[src/rtl/fpu_pkg.sv]
package fpu_pkg;

  // ========================================
  // widths
  // ========================================
  localparam int LANE_W    = 32;
  localparam int WORD_W    = 2 * LANE_W;
  localparam int TAG_W     = 6;
  localparam int FWD_BUSES = 4;
  localparam int FWD_IDX_W = $clog2(FWD_BUSES);
  localparam int NUM_FLAGS = 4;

  localparam int FRAC_W  = 23;
  localparam int EXP_W   = 8;
  localparam int EXT_W   = FRAC_W + 4;          // hidden bit, fraction, guard, round, sticky
  localparam int SHAMT_W = $clog2(EXT_W + 1);

  typedef logic [LANE_W-1:0]     lane_t;
  typedef logic [WORD_W-1:0]     fp_word_t;
  typedef logic [TAG_W-1:0]      tag_t;
  typedef logic [3:0]            fwd_sel_t;
  typedef logic [1:0]            op_code_t;
  typedef logic [1:0]            perm_mode_t;
  typedef logic [NUM_FLAGS-1:0]  fflags_t;
  typedef logic [1:0]            exc_no_t;
  typedef logic [EXT_W-1:0]      ext_sig_t;
  typedef logic [SHAMT_W-1:0]    shamt_t;

  // ========================================
  // encodings
  // ========================================
  localparam int FWD_EN_BIT  = 3;                // operand comes from a bus
  localparam int FWD_DLY_BIT = 2;                // use the bus value of the previous edge

  localparam op_code_t OP_ADD  = 2'd0;
  localparam op_code_t OP_SUB  = 2'd1;
  localparam op_code_t OP_PERM = 2'd2;

  localparam perm_mode_t PERM_PASS = 2'd0;
  localparam perm_mode_t PERM_SWAP = 2'd1;
  localparam perm_mode_t PERM_DUP  = 2'd2;
  localparam perm_mode_t PERM_PACK = 2'd3;

  localparam int FLG_INVALID   = 0;
  localparam int FLG_OVERFLOW  = 1;
  localparam int FLG_UNDERFLOW = 2;
  localparam int FLG_INEXACT   = 3;

  localparam lane_t             QNAN     = 32'h7FC0_0000;
  localparam logic [LANE_W-2:0] MAX_MAG  = 31'h7F7F_FFFF;  // largest finite magnitude
  localparam logic [EXP_W-1:0]  EXP_ONES = '1;

  // ========================================
  // stage structs
  // ========================================
  typedef struct packed {
    logic       valid;
    op_code_t   op;
    perm_mode_t perm;
    tag_t       tag;
    fp_word_t   a;
    fp_word_t   b;
    fwd_sel_t   fwd_a;
    fwd_sel_t   fwd_b;
  } issue_t;

  typedef struct packed {
    logic       valid;
    logic       is_perm;
    logic       negate_b;
    perm_mode_t perm;
    tag_t       tag;
  } ctrl_t;

  typedef struct packed {
    lane_t   value;
    fflags_t flags;
  } lane_res_t;

endpackage

[src/rtl/fpu_lane_add.sv]
module fpu_lane_add (
  input  logic               clk,
  input  fpu_pkg::lane_t     a,
  input  fpu_pkg::lane_t     b,
  input  logic               negate_b,
  output fpu_pkg::lane_res_t res
);
  import fpu_pkg::*;

  logic                    sa, sb;
  logic [EXP_W-1:0]        ea, eb;
  logic                    a_zero, b_zero, a_inf, b_inf, a_nan, b_nan;
  ext_sig_t                sig_a, sig_b;
  logic                    a_big;
  logic                    big_s;
  logic [EXP_W-1:0]        big_e, sml_e, exp_diff;
  ext_sig_t                big_x, sml_x, sml_al, norm;
  logic [2*EXT_W-1:0]      sml_shifted;
  shamt_t                  sh_amt, lz;
  logic [EXT_W:0]          sum;
  logic signed [EXP_W+1:0] exp_n;
  lane_res_t               res_d;

  function automatic shamt_t lead_zeros(input ext_sig_t v);
    shamt_t n;
    logic   found;
    n = '0;
    found = 1'b0;
    for (int i = EXT_W - 1; i >= 0; i--) begin
      if (!found && v[i]) begin
        n = shamt_t'(EXT_W - 1 - i);
        found = 1'b1;
      end
    end
    return n;
  endfunction

  // ========================================
  // unpack and classify
  // ========================================
  assign sa = a[LANE_W-1];
  assign sb = b[LANE_W-1] ^ negate_b;
  assign ea = a[LANE_W-2:FRAC_W];
  assign eb = b[LANE_W-2:FRAC_W];

  assign a_zero = (ea == '0);                   // denormals count as zero
  assign b_zero = (eb == '0);
  assign a_inf  = (ea == EXP_ONES) && (a[FRAC_W-1:0] == '0);
  assign b_inf  = (eb == EXP_ONES) && (b[FRAC_W-1:0] == '0);
  assign a_nan  = (ea == EXP_ONES) && (a[FRAC_W-1:0] != '0);
  assign b_nan  = (eb == EXP_ONES) && (b[FRAC_W-1:0] != '0);

  assign sig_a = a_zero ? '0 : {1'b1, a[FRAC_W-1:0], 3'b000};
  assign sig_b = b_zero ? '0 : {1'b1, b[FRAC_W-1:0], 3'b000};

  // order by magnitude so the difference never goes negative
  assign a_big = (a[LANE_W-2:0] >= b[LANE_W-2:0]);
  assign big_s = a_big ? sa : sb;
  assign big_e = a_big ? ea : eb;
  assign sml_e = a_big ? eb : ea;
  assign big_x = a_big ? sig_a : sig_b;
  assign sml_x = a_big ? sig_b : sig_a;

  // ========================================
  // align, add, normalize
  // ========================================
  always_comb begin
    exp_diff    = big_e - sml_e;
    sh_amt      = (exp_diff > EXT_W) ? shamt_t'(EXT_W) : shamt_t'(exp_diff);
    sml_shifted = {sml_x, {EXT_W{1'b0}}} >> sh_amt;
    sml_al      = {sml_shifted[2*EXT_W-1:EXT_W+1],
                   sml_shifted[EXT_W] | (|sml_shifted[EXT_W-1:0])};  // sticky keeps lost bits
    if (sa ^ sb) begin
      sum = {1'b0, big_x} - {1'b0, sml_al};
    end else begin
      sum = {1'b0, big_x} + {1'b0, sml_al};
    end
    lz = lead_zeros(sum[EXT_W-1:0]);
    if (sum[EXT_W]) begin
      norm  = {sum[EXT_W:2], sum[1] | sum[0]};
      exp_n = {2'b00, big_e} + 10'd1;
    end else begin
      norm  = sum[EXT_W-1:0] << lz;
      exp_n = {2'b00, big_e} - {{(EXP_W+2-SHAMT_W){1'b0}}, lz};
    end
  end

  // ========================================
  // special cases and truncation
  // ========================================
  always_comb begin
    res_d.flags = '0;
    if (a_nan || b_nan || (a_inf && b_inf && (sa ^ sb))) begin
      res_d.value = QNAN;
      res_d.flags[FLG_INVALID] = 1'b1;
    end else if (a_inf) begin
      res_d.value = {sa, EXP_ONES, {FRAC_W{1'b0}}};
    end else if (b_inf) begin
      res_d.value = {sb, EXP_ONES, {FRAC_W{1'b0}}};
    end else if (sum == '0) begin
      res_d.value = {a_zero & b_zero & sa & sb, {(LANE_W-1){1'b0}}};  // cancellation is +0
    end else if (exp_n <= 0) begin
      res_d.value = {big_s, {(LANE_W-1){1'b0}}};
      res_d.flags[FLG_UNDERFLOW] = 1'b1;
      res_d.flags[FLG_INEXACT]   = 1'b1;
    end else if (exp_n >= $signed({2'b00, EXP_ONES})) begin
      res_d.value = {big_s, MAX_MAG};           // toward zero stops at the largest finite
      res_d.flags[FLG_OVERFLOW] = 1'b1;
      res_d.flags[FLG_INEXACT]  = 1'b1;
    end else begin
      res_d.value = {big_s, exp_n[EXP_W-1:0], norm[EXT_W-2:3]};
      res_d.flags[FLG_INEXACT] = |norm[2:0];
    end
  end

  always_ff @(posedge clk) begin
    res <= res_d;
  end

endmodule

[src/rtl/fpu_lane_perm.sv]
module fpu_lane_perm (
  input  logic                clk,
  input  fpu_pkg::fp_word_t   a,
  input  fpu_pkg::fp_word_t   b,
  input  fpu_pkg::perm_mode_t mode,
  output fpu_pkg::fp_word_t   res
);
  import fpu_pkg::*;

  lane_t    a_lo, a_hi, b_lo;
  fp_word_t perm_d;

  assign a_lo = a[LANE_W-1:0];
  assign a_hi = a[WORD_W-1:LANE_W];
  assign b_lo = b[LANE_W-1:0];

  always_comb begin
    case (mode)
      PERM_PASS: perm_d = {a_hi, a_lo};
      PERM_SWAP: perm_d = {a_lo, a_hi};
      PERM_DUP:  perm_d = {a_lo, a_lo};
      PERM_PACK: perm_d = {b_lo, a_lo};         // b goes to the high lane
      default:   perm_d = a;
    endcase
  end

  always_ff @(posedge clk) begin
    res <= perm_d;
  end

endmodule

[src/rtl/fpu_op_decode.sv]
module fpu_op_decode (
  input  logic            clk,
  input  logic            rst,
  input  fpu_pkg::issue_t issue,
  output fpu_pkg::ctrl_t  ctrl
);
  import fpu_pkg::*;

  op_code_t op_norm;
  ctrl_t    ctrl_d;

  // the spare opcode behaves as an add
  assign op_norm = (issue.op == OP_SUB || issue.op == OP_PERM) ? issue.op : OP_ADD;

  always_comb begin
    ctrl_d.valid    = issue.valid;
    ctrl_d.is_perm  = 1'b0;
    ctrl_d.negate_b = 1'b0;
    ctrl_d.perm     = issue.perm;
    ctrl_d.tag      = issue.tag;
    case (op_norm)
      OP_SUB: begin
        ctrl_d.negate_b = 1'b1;                 // subtract is add with b's sign flipped
      end
      OP_PERM: begin
        ctrl_d.is_perm = 1'b1;
      end
      default: begin
        ctrl_d.negate_b = 1'b0;
      end
    endcase
  end

  always_ff @(posedge clk) begin
    ctrl <= ctrl_d;
    if (rst) begin
      ctrl.valid <= 1'b0;
    end
  end

endmodule

[src/rtl/fpu_operand_fwd.sv]
module fpu_operand_fwd (
  input  logic              clk,
  input  logic              rst,
  input  fpu_pkg::fp_word_t value,
  input  fpu_pkg::fwd_sel_t sel,
  input  fpu_pkg::fp_word_t fwd_bus [fpu_pkg::FWD_BUSES],
  output fpu_pkg::fp_word_t operand
);
  import fpu_pkg::*;

  fp_word_t             bus_dly [FWD_BUSES];
  logic                 dly_ok;
  logic [FWD_IDX_W-1:0] bus_no;
  fp_word_t             pick;

  assign bus_no = sel[FWD_IDX_W-1:0];

  always_comb begin
    if (!sel[FWD_EN_BIT]) begin
      pick = value;
    end else if (sel[FWD_DLY_BIT]) begin
      pick = dly_ok ? bus_dly[bus_no] : '0;     // no bus value was captured before reset ended
    end else begin
      pick = fwd_bus[bus_no];
    end
  end

  always_ff @(posedge clk) begin
    bus_dly <= fwd_bus;                         // each copy keeps its own delayed buses
    operand <= pick;
  end

  always_ff @(posedge clk) begin
    if (rst) begin
      dly_ok <= 1'b0;
    end else begin
      dly_ok <= 1'b1;
    end
  end

endmodule

[src/rtl/fpu_port.sv]
module fpu_port (
  input  logic              clk,
  input  logic              rst,
  input  fpu_pkg::issue_t   issue,
  input  fpu_pkg::fp_word_t fwd_bus [fpu_pkg::FWD_BUSES],
  input  fpu_pkg::fflags_t  fp_csr,
  output logic              res_valid,
  output fpu_pkg::tag_t     res_tag,
  output fpu_pkg::fp_word_t res_data,
  output fpu_pkg::fflags_t  res_flags,
  output logic              exc_en,
  output fpu_pkg::exc_no_t  exc_no
);
  import fpu_pkg::*;

  fp_word_t  op_a, op_b;
  ctrl_t     ctrl_s1, ctrl_s2;
  lane_res_t add_lo, add_hi;
  fp_word_t  perm_res;

  // ========================================
  // stage 1: operands and decode
  // ========================================
  fpu_operand_fwd i_fwd_a (.clk, .rst, .value(issue.a), .sel(issue.fwd_a), .fwd_bus,
                           .operand(op_a));
  fpu_operand_fwd i_fwd_b (.clk, .rst, .value(issue.b), .sel(issue.fwd_b), .fwd_bus,
                           .operand(op_b));
  fpu_op_decode i_decode (.clk, .rst, .issue, .ctrl(ctrl_s1));

  // ========================================
  // stage 2: both lanes and the permute
  // ========================================
  fpu_lane_add i_add_lo (.clk, .a(op_a[LANE_W-1:0]), .b(op_b[LANE_W-1:0]),
                         .negate_b(ctrl_s1.negate_b), .res(add_lo));
  fpu_lane_add i_add_hi (.clk, .a(op_a[WORD_W-1:LANE_W]), .b(op_b[WORD_W-1:LANE_W]),
                         .negate_b(ctrl_s1.negate_b), .res(add_hi));
  fpu_lane_perm i_perm (.clk, .a(op_a), .b(op_b), .mode(ctrl_s1.perm), .res(perm_res));

  always_ff @(posedge clk) begin
    ctrl_s2 <= ctrl_s1;                         // travels beside the lane results
    if (rst) begin
      ctrl_s2.valid <= 1'b0;
    end
  end

  // ========================================
  // stage 3: writeback
  // ========================================
  fpu_writeback i_wb (
    .clk, .rst,
    .ctrl(ctrl_s2),
    .add_lo, .add_hi, .perm_res, .fp_csr,
    .res_valid, .res_tag, .res_data, .res_flags, .exc_en, .exc_no
  );

endmodule

[src/rtl/fpu_writeback.sv]
module fpu_writeback (
  input  logic               clk,
  input  logic               rst,
  input  fpu_pkg::ctrl_t     ctrl,
  input  fpu_pkg::lane_res_t add_lo,
  input  fpu_pkg::lane_res_t add_hi,
  input  fpu_pkg::fp_word_t  perm_res,
  input  fpu_pkg::fflags_t   fp_csr,
  output logic               res_valid,
  output fpu_pkg::tag_t      res_tag,
  output fpu_pkg::fp_word_t  res_data,
  output fpu_pkg::fflags_t   res_flags,
  output logic               exc_en,
  output fpu_pkg::exc_no_t   exc_no
);
  import fpu_pkg::*;

  fp_word_t data_d;
  fflags_t  flags_d;
  fflags_t  hit;
  exc_no_t  exc_d;

  always_comb begin
    if (ctrl.is_perm) begin
      data_d  = perm_res;
      flags_d = '0;                             // a permute never raises flags
    end else begin
      data_d  = {add_hi.value, add_lo.value};
      flags_d = add_hi.flags | add_lo.flags;
    end
    hit   = flags_d & fp_csr;
    exc_d = '0;
    for (int i = NUM_FLAGS - 1; i >= 0; i--) begin
      if (hit[i]) begin
        exc_d = exc_no_t'(i);                   // last hit wins so the lowest index is kept
      end
    end
  end

  always_ff @(posedge clk) begin
    res_tag   <= ctrl.tag;
    res_data  <= data_d;
    res_flags <= flags_d;
    exc_no    <= exc_d;
    if (rst) begin
      res_valid <= 1'b0;
      exc_en    <= 1'b0;
    end else begin
      res_valid <= ctrl.valid;
      exc_en    <= ctrl.valid && (hit != '0);
    end
  end

endmodule

[config.mk]
export PLATFORM = sky130hd
export DESIGN_NAME = fpu_port
export DESIGN_NICKNAME = d
export VERILOG_FILES = /design/src/rtl/fpu_pkg.sv /design/src/rtl/fpu_lane_add.sv /design/src/rtl/fpu_lane_perm.sv /design/src/rtl/fpu_op_decode.sv /design/src/rtl/fpu_operand_fwd.sv /design/src/rtl/fpu_port.sv /design/src/rtl/fpu_writeback.sv
export SDC_FILE = /design/constraint.sdc
export NUM_CORES = 2
export LEC_CHECK = 0
export BUFFER_PORTS_ARGS = -buffer_cell sky130_fd_sc_hd__buf_2
export CELL_PAD_IN_SITES_DETAIL_PLACEMENT = 0
export CELL_PAD_IN_SITES_GLOBAL_PLACEMENT = 1
export CORE_ASPECT_RATIO = 1.1
export CORE_MARGIN = 2
export CORE_UTILIZATION = 49
export CTS_CLUSTER_SIZE = 40
export DETAILED_ROUTE_END_ITERATION = 10
export HOLD_SLACK_MARGIN = 0.06
export PLACE_DENSITY_LB_ADDON = 0.1
export SLEW_MARGIN = 30
export SYNTH_ARGS = -nofsm -noshare
export SYNTH_HDL_FRONTEND = slang
export SYNTH_SLANG_ARGS = --single-unit
[constraint.sdc]
create_clock -name clk -period 25.1 [get_ports clk]
set_input_delay 2.51 -clock clk [delete_from_list [all_inputs] [get_ports clk]]
set_output_delay 2.51 -clock clk [all_outputs]
set_load 0.02 [all_outputs]
Yosys cells after proc, flatten, opt, wreduce, memory -nomap -nowiden
Cells that the tools add are included.

Logic and storage cells: 407. Output and inout bits: 78. Bits in registers: 618. Input port bits: 409.

Shifts and indexed selects: 4. Mux-type cells: 170. Bitwise logic cells: 18. Magnitude comparators: 10. Reductions and logical operators: 149. Equality and inequality tests: 11. $add $sub $neg: 10.

Operators by type and width (count): 64-bit two-way mux (15); 64-bit binary-select mux with 2-bit select (4); 32-bit two-way mux (10); 64-bit case mux with 4 select lines (1); 27-bit two-way mux (8); 5-bit two-way mux (24); 54-bit by 5-bit right shift with 54-bit output (2); 23-bit logical NOT (4); 23-bit nonzero test (4); 4-bit two-way mux (17); 1-bit two-way mux (66); 1-bit logical AND (65); 31-bit >= comparator (2); 27-bit by 27-bit adder with 28-bit output (2); 28-bit logical NOT (2); 28-bit two-way mux (2); 27-bit by 27-bit subtractor with 28-bit output (2); 27-bit OR reduction (2); 27-bit by 5-bit << shifter with 26-bit output (2); 1-bit logical NOT (52); 26-bit two-way mux (2); 8-bit equality test (second input constant) (4); 8-bit logical NOT (4); 8-bit two-way mux (4); other kinds (25) (72).

Longest topological paths before layout
Depth in word-level cells: 97. Depth in mapped cells: 83. Gate-level depth less buffers: 70.

Modules after synthesis
Synthesis repeated with hierarchy kept, for this count alone.

Cells, all modules: 5138. Area total of the unflattened synthesis: 50644.8 sq um.

By module, submodules not included: fpu_operand_fwd (sequential area each 6426.2 sq um, cells an instance 629, area an instance 10796.6 sq um, instances 2); fpu_lane_add at i_add_lo (sequential area each 720.7 sq um, cells an instance 1744, area an instance 11657.4 sq um, instances 1); fpu_lane_add at i_add_hi (sequential area each 720.7 sq um, cells an instance 1739, area an instance 11328.4 sq um, instances 1); fpu_lane_perm (sequential area each 1281.2 sq um, cells an instance 208, area an instance 2896.5 sq um, instances 1); fpu_writeback (sequential area each 1561.5 sq um, cells an instance 163, area an instance 2693.8 sq um, instances 1); fpu_op_decode (sequential area each 220.2 sq um, cells an instance 14, area an instance 241.5 sq um, instances 1); fpu_port (sequential area each 220.2 sq um, cells an instance 12, area an instance 234.0 sq um, instances 1).

Worst setup path after synthesis
OpenSTA, ideal clock, no wires.

Kind: register -> register. Start point: register i_fwd_b.operand[56]. End point: register i_add_hi.res[32] (netlist bit). Required time: 24.956 ns. Cell stages (with the launch flop): 73. Data arrival time: 14.251 ns. Clock period less this slack: 14.395 ns. Path slack: 10.705 ns. Library setup time: 0.144 ns. Path buffers: 15. Cell sequence: dfxtp_1 > clkbuf_1 > inv_1 > ha_1 > and4_1 > and4_1 > a32oi_1 > and2_1 > buf_4 > nand2_1 > clkbuf_1 > clkbuf_1 > buf_1 > a21oi_1 > ha_1 > nand2_1 > o211ai_1 > a21o_1 > [37 not listed] > buf_2 > inv_1 > ha_1 > fa_1 > nor2b_1 > o21ai_0 > nand2b_1 > a21oi_1 > nand2_1 > a21oi_1 > a21oi_1 > xnor2_1 > nand4_1 > or3b_1 > clkbuf_1 > clkbuf_1 > clkbuf_1 > o21ai_0.

Longest elaborated chain between the ends: 95. Elaborated cells between the ends (all ways): 137. Those cells by class: 5 x add/sub; 4 x order compare; 1 x eq/ne; 1 x shift; 63 x mux; 1 x bitwise; 62 x reduce/logical.

RTL lines: start: declaration (RTL line fpu_operand_fwd.sv:7) `output fpu_pkg::fp_word_t operand`; start signal: assignment (RTL line fpu_operand_fwd.sv:30) `operand <= pick;`; 31-bit >= comparator (RTL line fpu_lane_add.sv:57) `assign a_big = (a[LANE_W-2:0] >= b[LANE_W-2:0]);`; 8-bit two-way mux (on tied branches) (RTL line fpu_lane_add.sv:59, fpu_lane_add.sv:60); 8-bit subtractor (RTL line fpu_lane_add.sv:68) `exp_diff = big_e - sml_e;`; 8-bit by 5-bit > comparator with 1-bit output (RTL line fpu_lane_add.sv:69) `sh_amt = (exp_diff > EXT_W) ? shamt_t'(EXT_W) : shamt_t'(exp_diff);`; 5-bit two-way mux (RTL line fpu_lane_add.sv:69); 54-bit by 5-bit right shift with 54-bit output (RTL line fpu_lane_add.sv:70) `sml_shifted = {sml_x, {EXT_W{1'b0}}} >> sh_amt;`; 27-bit OR reduction (RTL line fpu_lane_add.sv:72) `sml_shifted[EXT_W] | (|sml_shifted[EXT_W-1:0])};`; 1-bit OR (RTL line fpu_lane_add.sv:72); [79 not listed]; 1-bit logical AND (RTL line fpu_lane_add.sv:30) `if (!found && v[i]) begin`; 5-bit two-way mux (RTL line fpu_lane_add.sv:30); 8-bit by 5-bit subtractor with 9-bit output (RTL line fpu_lane_add.sv:84) `exp_n = {2'b00, big_e} - {{(EXP_W+2-SHAMT_W){1'b0}}, lz};`; 10-bit two-way mux (RTL line fpu_lane_add.sv:79) `if (sum[EXT_W]) begin`; 10-bit by 9-bit >= comparator with 1-bit output (RTL line fpu_lane_add.sv:106) `end else if (exp_n >= $signed({2'b00, EXP_ONES})) begin`; 32-bit two-way mux (RTL line fpu_lane_add.sv:106); 32-bit two-way mux (RTL line fpu_lane_add.sv:102) `end else if (exp_n <= 0) begin`; 32-bit two-way mux (RTL line fpu_lane_add.sv:100) `end else if (sum == '0) begin`; end signal: assignment (RTL line fpu_lane_add.sv:117) `res <= res_d;`; end: declaration (RTL line fpu_lane_add.sv:6) `output fpu_pkg::lane_res_t res`.

Several ways; a longest one is shown, not always the timed one. A chain may end at the register's enable or synchronous reset.

Final worst setup path
Start point: register i_fwd_a.operand[23]. End point: register i_add_lo.res[25] (netlist bit).

Longest elaborated chain between the ends: 93. Elaborated cells between the ends (all ways): 137. Those cells by class: 5 x add/sub; 4 x order compare; 1 x eq/ne; 2 x shift; 62 x mux; 1 x bitwise; 62 x reduce/logical.

RTL lines (RTL line): start: declaration (fpu_operand_fwd.sv:7); start signal: assignment (fpu_operand_fwd.sv:30); 31-bit >= comparator (fpu_lane_add.sv:57); 8-bit two-way mux (on tied branches) (fpu_lane_add.sv:59, fpu_lane_add.sv:60); 8-bit subtractor (fpu_lane_add.sv:68); 8-bit by 5-bit > comparator with 1-bit output (fpu_lane_add.sv:69); 5-bit two-way mux (fpu_lane_add.sv:69); 54-bit by 5-bit right shift with 54-bit output (fpu_lane_add.sv:70); 27-bit OR reduction (fpu_lane_add.sv:72); 1-bit OR (fpu_lane_add.sv:72); [77 not listed]; 1-bit two-way mux (fpu_lane_add.sv:30); 1-bit logical NOT (fpu_lane_add.sv:30); 1-bit logical AND (fpu_lane_add.sv:30); 5-bit two-way mux (fpu_lane_add.sv:30); 8-bit by 5-bit subtractor with 9-bit output (fpu_lane_add.sv:84); 10-bit two-way mux (fpu_lane_add.sv:79); 10-bit by 1-bit less-or-equal comparator with 1-bit output / 10-bit by 9-bit >= comparator with 1-bit output (equally long branches) (fpu_lane_add.sv:102, fpu_lane_add.sv:106); 5-bit OR reduction (no line) / 32-bit two-way mux (equally long branches); end signal: assignment (fpu_lane_add.sv:117); end: declaration (fpu_lane_add.sv:6).

Several ways; a longest one is shown, not always the timed one.

==> metrics <==
Post-synth EDFFs=0; Site Rows=113; final setup fails=0; Slowest cell on crit path=o41ai_1; Syn Nets=5373; Comb pwr share=63.1%; routed len/inst=28.5 um; Worst Reg-to-Reg Cells=54; Resize count post-CTS=0; htree depth=3; Mapped Cells=4822; placed cell count=6192; internal power=3.22 mW; largest family of logic cells by synthesized area=compound AO/OA/AOI/OAI gates; Worst slew margin=29.8%; maximum VDD drop=0.0833 mV; most frequent cells after synthesis=dfxtp_1, nor2_1, a21oi_1, nand2_1, mux4_2; Crit Path Category=flop to flop; P_sw=3.14 mW; Syn Area/Cell=8.88 um^2; Pleak=20.0 nW; Starting Density=49.5%; most used cell, CP=ha_1; antenna violations before repair=64; GR Overflow Total=0; vias in the first global route=40400; fill count=8034; Area contributors post-synth=dfxtp_1, mux4_2, a21oi_1, ha_1, nor2_1; Post-Synth Simple-Gate Area=16.9%; total CTS buffers=68; RD Place Congestion=1.00; share of layout cells above drive strength 1=23.0%; die area=89800 um^2; register share of total power=20.0%; pre-CTS WS=8.27 ns; CP endpoint kind=flop; Die Wd=286 um; Synth Flop Type=dfxtp_1; Cell Count, Final, Fillers Out=6347; Max-Cap Viols=0; # DRC=0; XOR/XNOR Fraction of Synth Area=2.17%; Tmin final=17.55 ns; Synth cell types=112; clk_lat worst skew=0.64 ns; CP Data Arrival Time=18.09 ns; CTS clock-pin slew for the worst setup and hold paths=0.06 ns; fin nets=5664; DR pass1 iterations=7; Root Driver=clkbuf_16; RSZ-0062 raised after global routing=false; GRT Resource Usage Total=39.1%; Critical Path Max Stage Delay=0.75 ns; Synth Area in Adders=4.18%; I/O Buffers=486; top-area cell type share of the netlist area=28.9%; vias per cell=6.75; Async SR Flop Fraction=0%; Sink Count=618; Synth Area in Compound Gates=22.8%; Worst Tran Pin Value=1.04 ns; clock buffer depth=3; post-synth top area cell=dfxtp_1; die height=314 um; Mapped Area=42800 um^2; pin count of the biggest net entering global routing=74; yosys warns=0; post-synthesis mux area share=20.7%; core box area=86500 um^2; antenna-violating nets left=0; Ports=487; worst min path class=flop to flop; Hold Crit Depth=0; total power=6.36 mW; required time worst endpoint=25.65 ns; initial DRC count=5370; Setup crit start kind=flop; final WL=181 mm; post-route setup slack=7.55 ns; clock power share=16.9%; via count=42800; most frequent cell after synthesis=dfxtp_1; DPL Wire Length=140 mm; skew final=0.0327 ns; hold-fix buffers at CTS=0; Final Hold Vio Count=0; post-synthesis register bit count=618; outcome=finished, final reports clean; CTS tree=yes; Highest Clock Rate=57.0 MHz; register area share after synthesis=28.9%; fin. max-slew vios=0; Pwr Density=131 nW/um^2; worst-path fanout max=47; crit share post-route=69.9%; Sw Ratio=49.4%; Post-CTS Setup Repair Bufs=0; area delta synth->final=13.3%; setup TNS=0 ns; first-pass GRT wire length=267 mm
[cells by family after synthesis]
logic type | Yosys count
AO/OA/AOI/OAI | 1465
XOR/XNOR | 106
adder cells (fa/ha/maj) | 142
buffers and inverters | 473
flip-flops | 618
multiplexers | 543
AND/OR/NAND/NOR | 1475
[power by group through the flow]
stage | sequential, mW | clock [mW] | combinational (mW)
after floorplan | 1.29 | 0 | 2.69
after detailed placement | 1.29 | 0 | 3.86
final | 1.27 | 1.08 | 4.01
after global placement | 1.29 | 0 | 3.89
after global routing | 1.28 | 1.12 | 4.28
after CTS | 1.27 | 1.08 | 3.88
[area by class of cell]
class                      instances  area (um^2)  share of cell area, %
multi-input combinational       3731        28700                   59.1
sequential                       618        12400                   25.5
timing repair buffer             565         3080                   6.35
clock buffer                      91         1920                   3.95
tap                             1150         1440                   2.96
inverter                         129          485                   1.00
clock inverter                    28          473                  0.974
antenna                           35         87.6                  0.180
[layer usage]
| layer | vias to the layer above | part of all wire (%) | global-route usage [%] | wire length, um |
|---|---|---|---|---|
| met3 | 480 | 9.8 | 7.30 | 17700 |
| met5 | - | 0.15 | 0 | 263 |
| met1 | 20600 | 41 | 53.4 | 74300 |
| met2 | 2597 | 44 | 61.1 | 80600 |
| met4 | 42 | 4.5 | 15.8 | 8230 |
| li1 | 19100 | - | - | - |
[critical path: cells and delay by family, from the launching register on]
family / cells / cell delay [ns]
AO/OA/AOI/OAI: 21 / 7.10
AND/OR/NAND/NOR: 18 / 4.81
adder cells (fa/ha/maj): 6 / 2.37
buffers and inverters: 5 / 1.50
XOR/XNOR: 3 / 0.83
flip-flops: 1 / 0.55
multiplexers: 1 / 0.25
[through the flow]
stage / area (um^2) / utilization [%] / hold slack [ns]
finish: 48500 / 56.1 / 0.326
detailed placement: 46000 / 53.2 / 0.313
global route: 48500 / 56.1 / 0.330
CTS: 48400 / 55.9 / 0.327
floorplan: 42800 / - / 0.310
global placement: 46000 / 53.2 / 0.311
[registers in the layout (all words and copies together) (netlist names)]
| register | flops |
|---|---|
| i_wb.res_data | 64 |
| ctrl_s2 | 8 |
| i_fwd_b.operand | 64 |
| i_fwd_b.bus_dly | 256 |
| i_wb.res_valid | 1 |
| i_wb.res_tag | 6 |
| i_wb.exc_no | 2 |
| i_fwd_a.operand | 64 |
| i_add_lo.res | 36 |
| i_wb.exc_en | 1 |
| i_fwd_b.dly_ok | 1 |
| i_wb.res_flags | 4 |
| i_add_hi.res | 36 |
| i_perm.res | 64 |
| i_decode.ctrl | 11 |
[cell usage in the layout, fill, tap and decap left out, types with 26 or more instances in the layout]
master / count
dfxtp_1: 615
buf_2: 480
nor2_1: 438
a21oi_1: 387
nand2_1: 329
mux4_2: 260
o21ai_0: 222
a22oi_1: 150
ha_1: 140
mux2_2: 139
mux2i_1: 138
nand3_1: 125
inv_1: 121
nor3_1: 102
a31oi_1: 92
buf_4: 80
a21o_1: 70
clkbuf_16: 69
o22ai_1: 66
and3_1: 62
nor4_1: 57
xnor2_1: 57
a211oi_1: 55
nand4_1: 52
and2_1: 52
nand2b_1: 49
xor2_1: 46
o211ai_1: 44
nor2b_1: 40
or3_1: 37
diode_2: 35
a22o_1: 32
or2_2: 27
o31ai_1: 27
o21bai_1: 26
[final timing paths]
path                       startpoint               end  slack [ns]
hold / removal       i_decode.ctrl[2]        ctrl_s2[2]        0.33
setup / recovery  i_fwd_a.operand[23]  i_add_lo.res[25]        7.55
hold reg to reg      i_decode.ctrl[2]        ctrl_s2[2]        0.33
setup reg to reg  i_fwd_a.operand[23]  i_add_lo.res[25]        7.55
(Power assumes the default switching activity.)
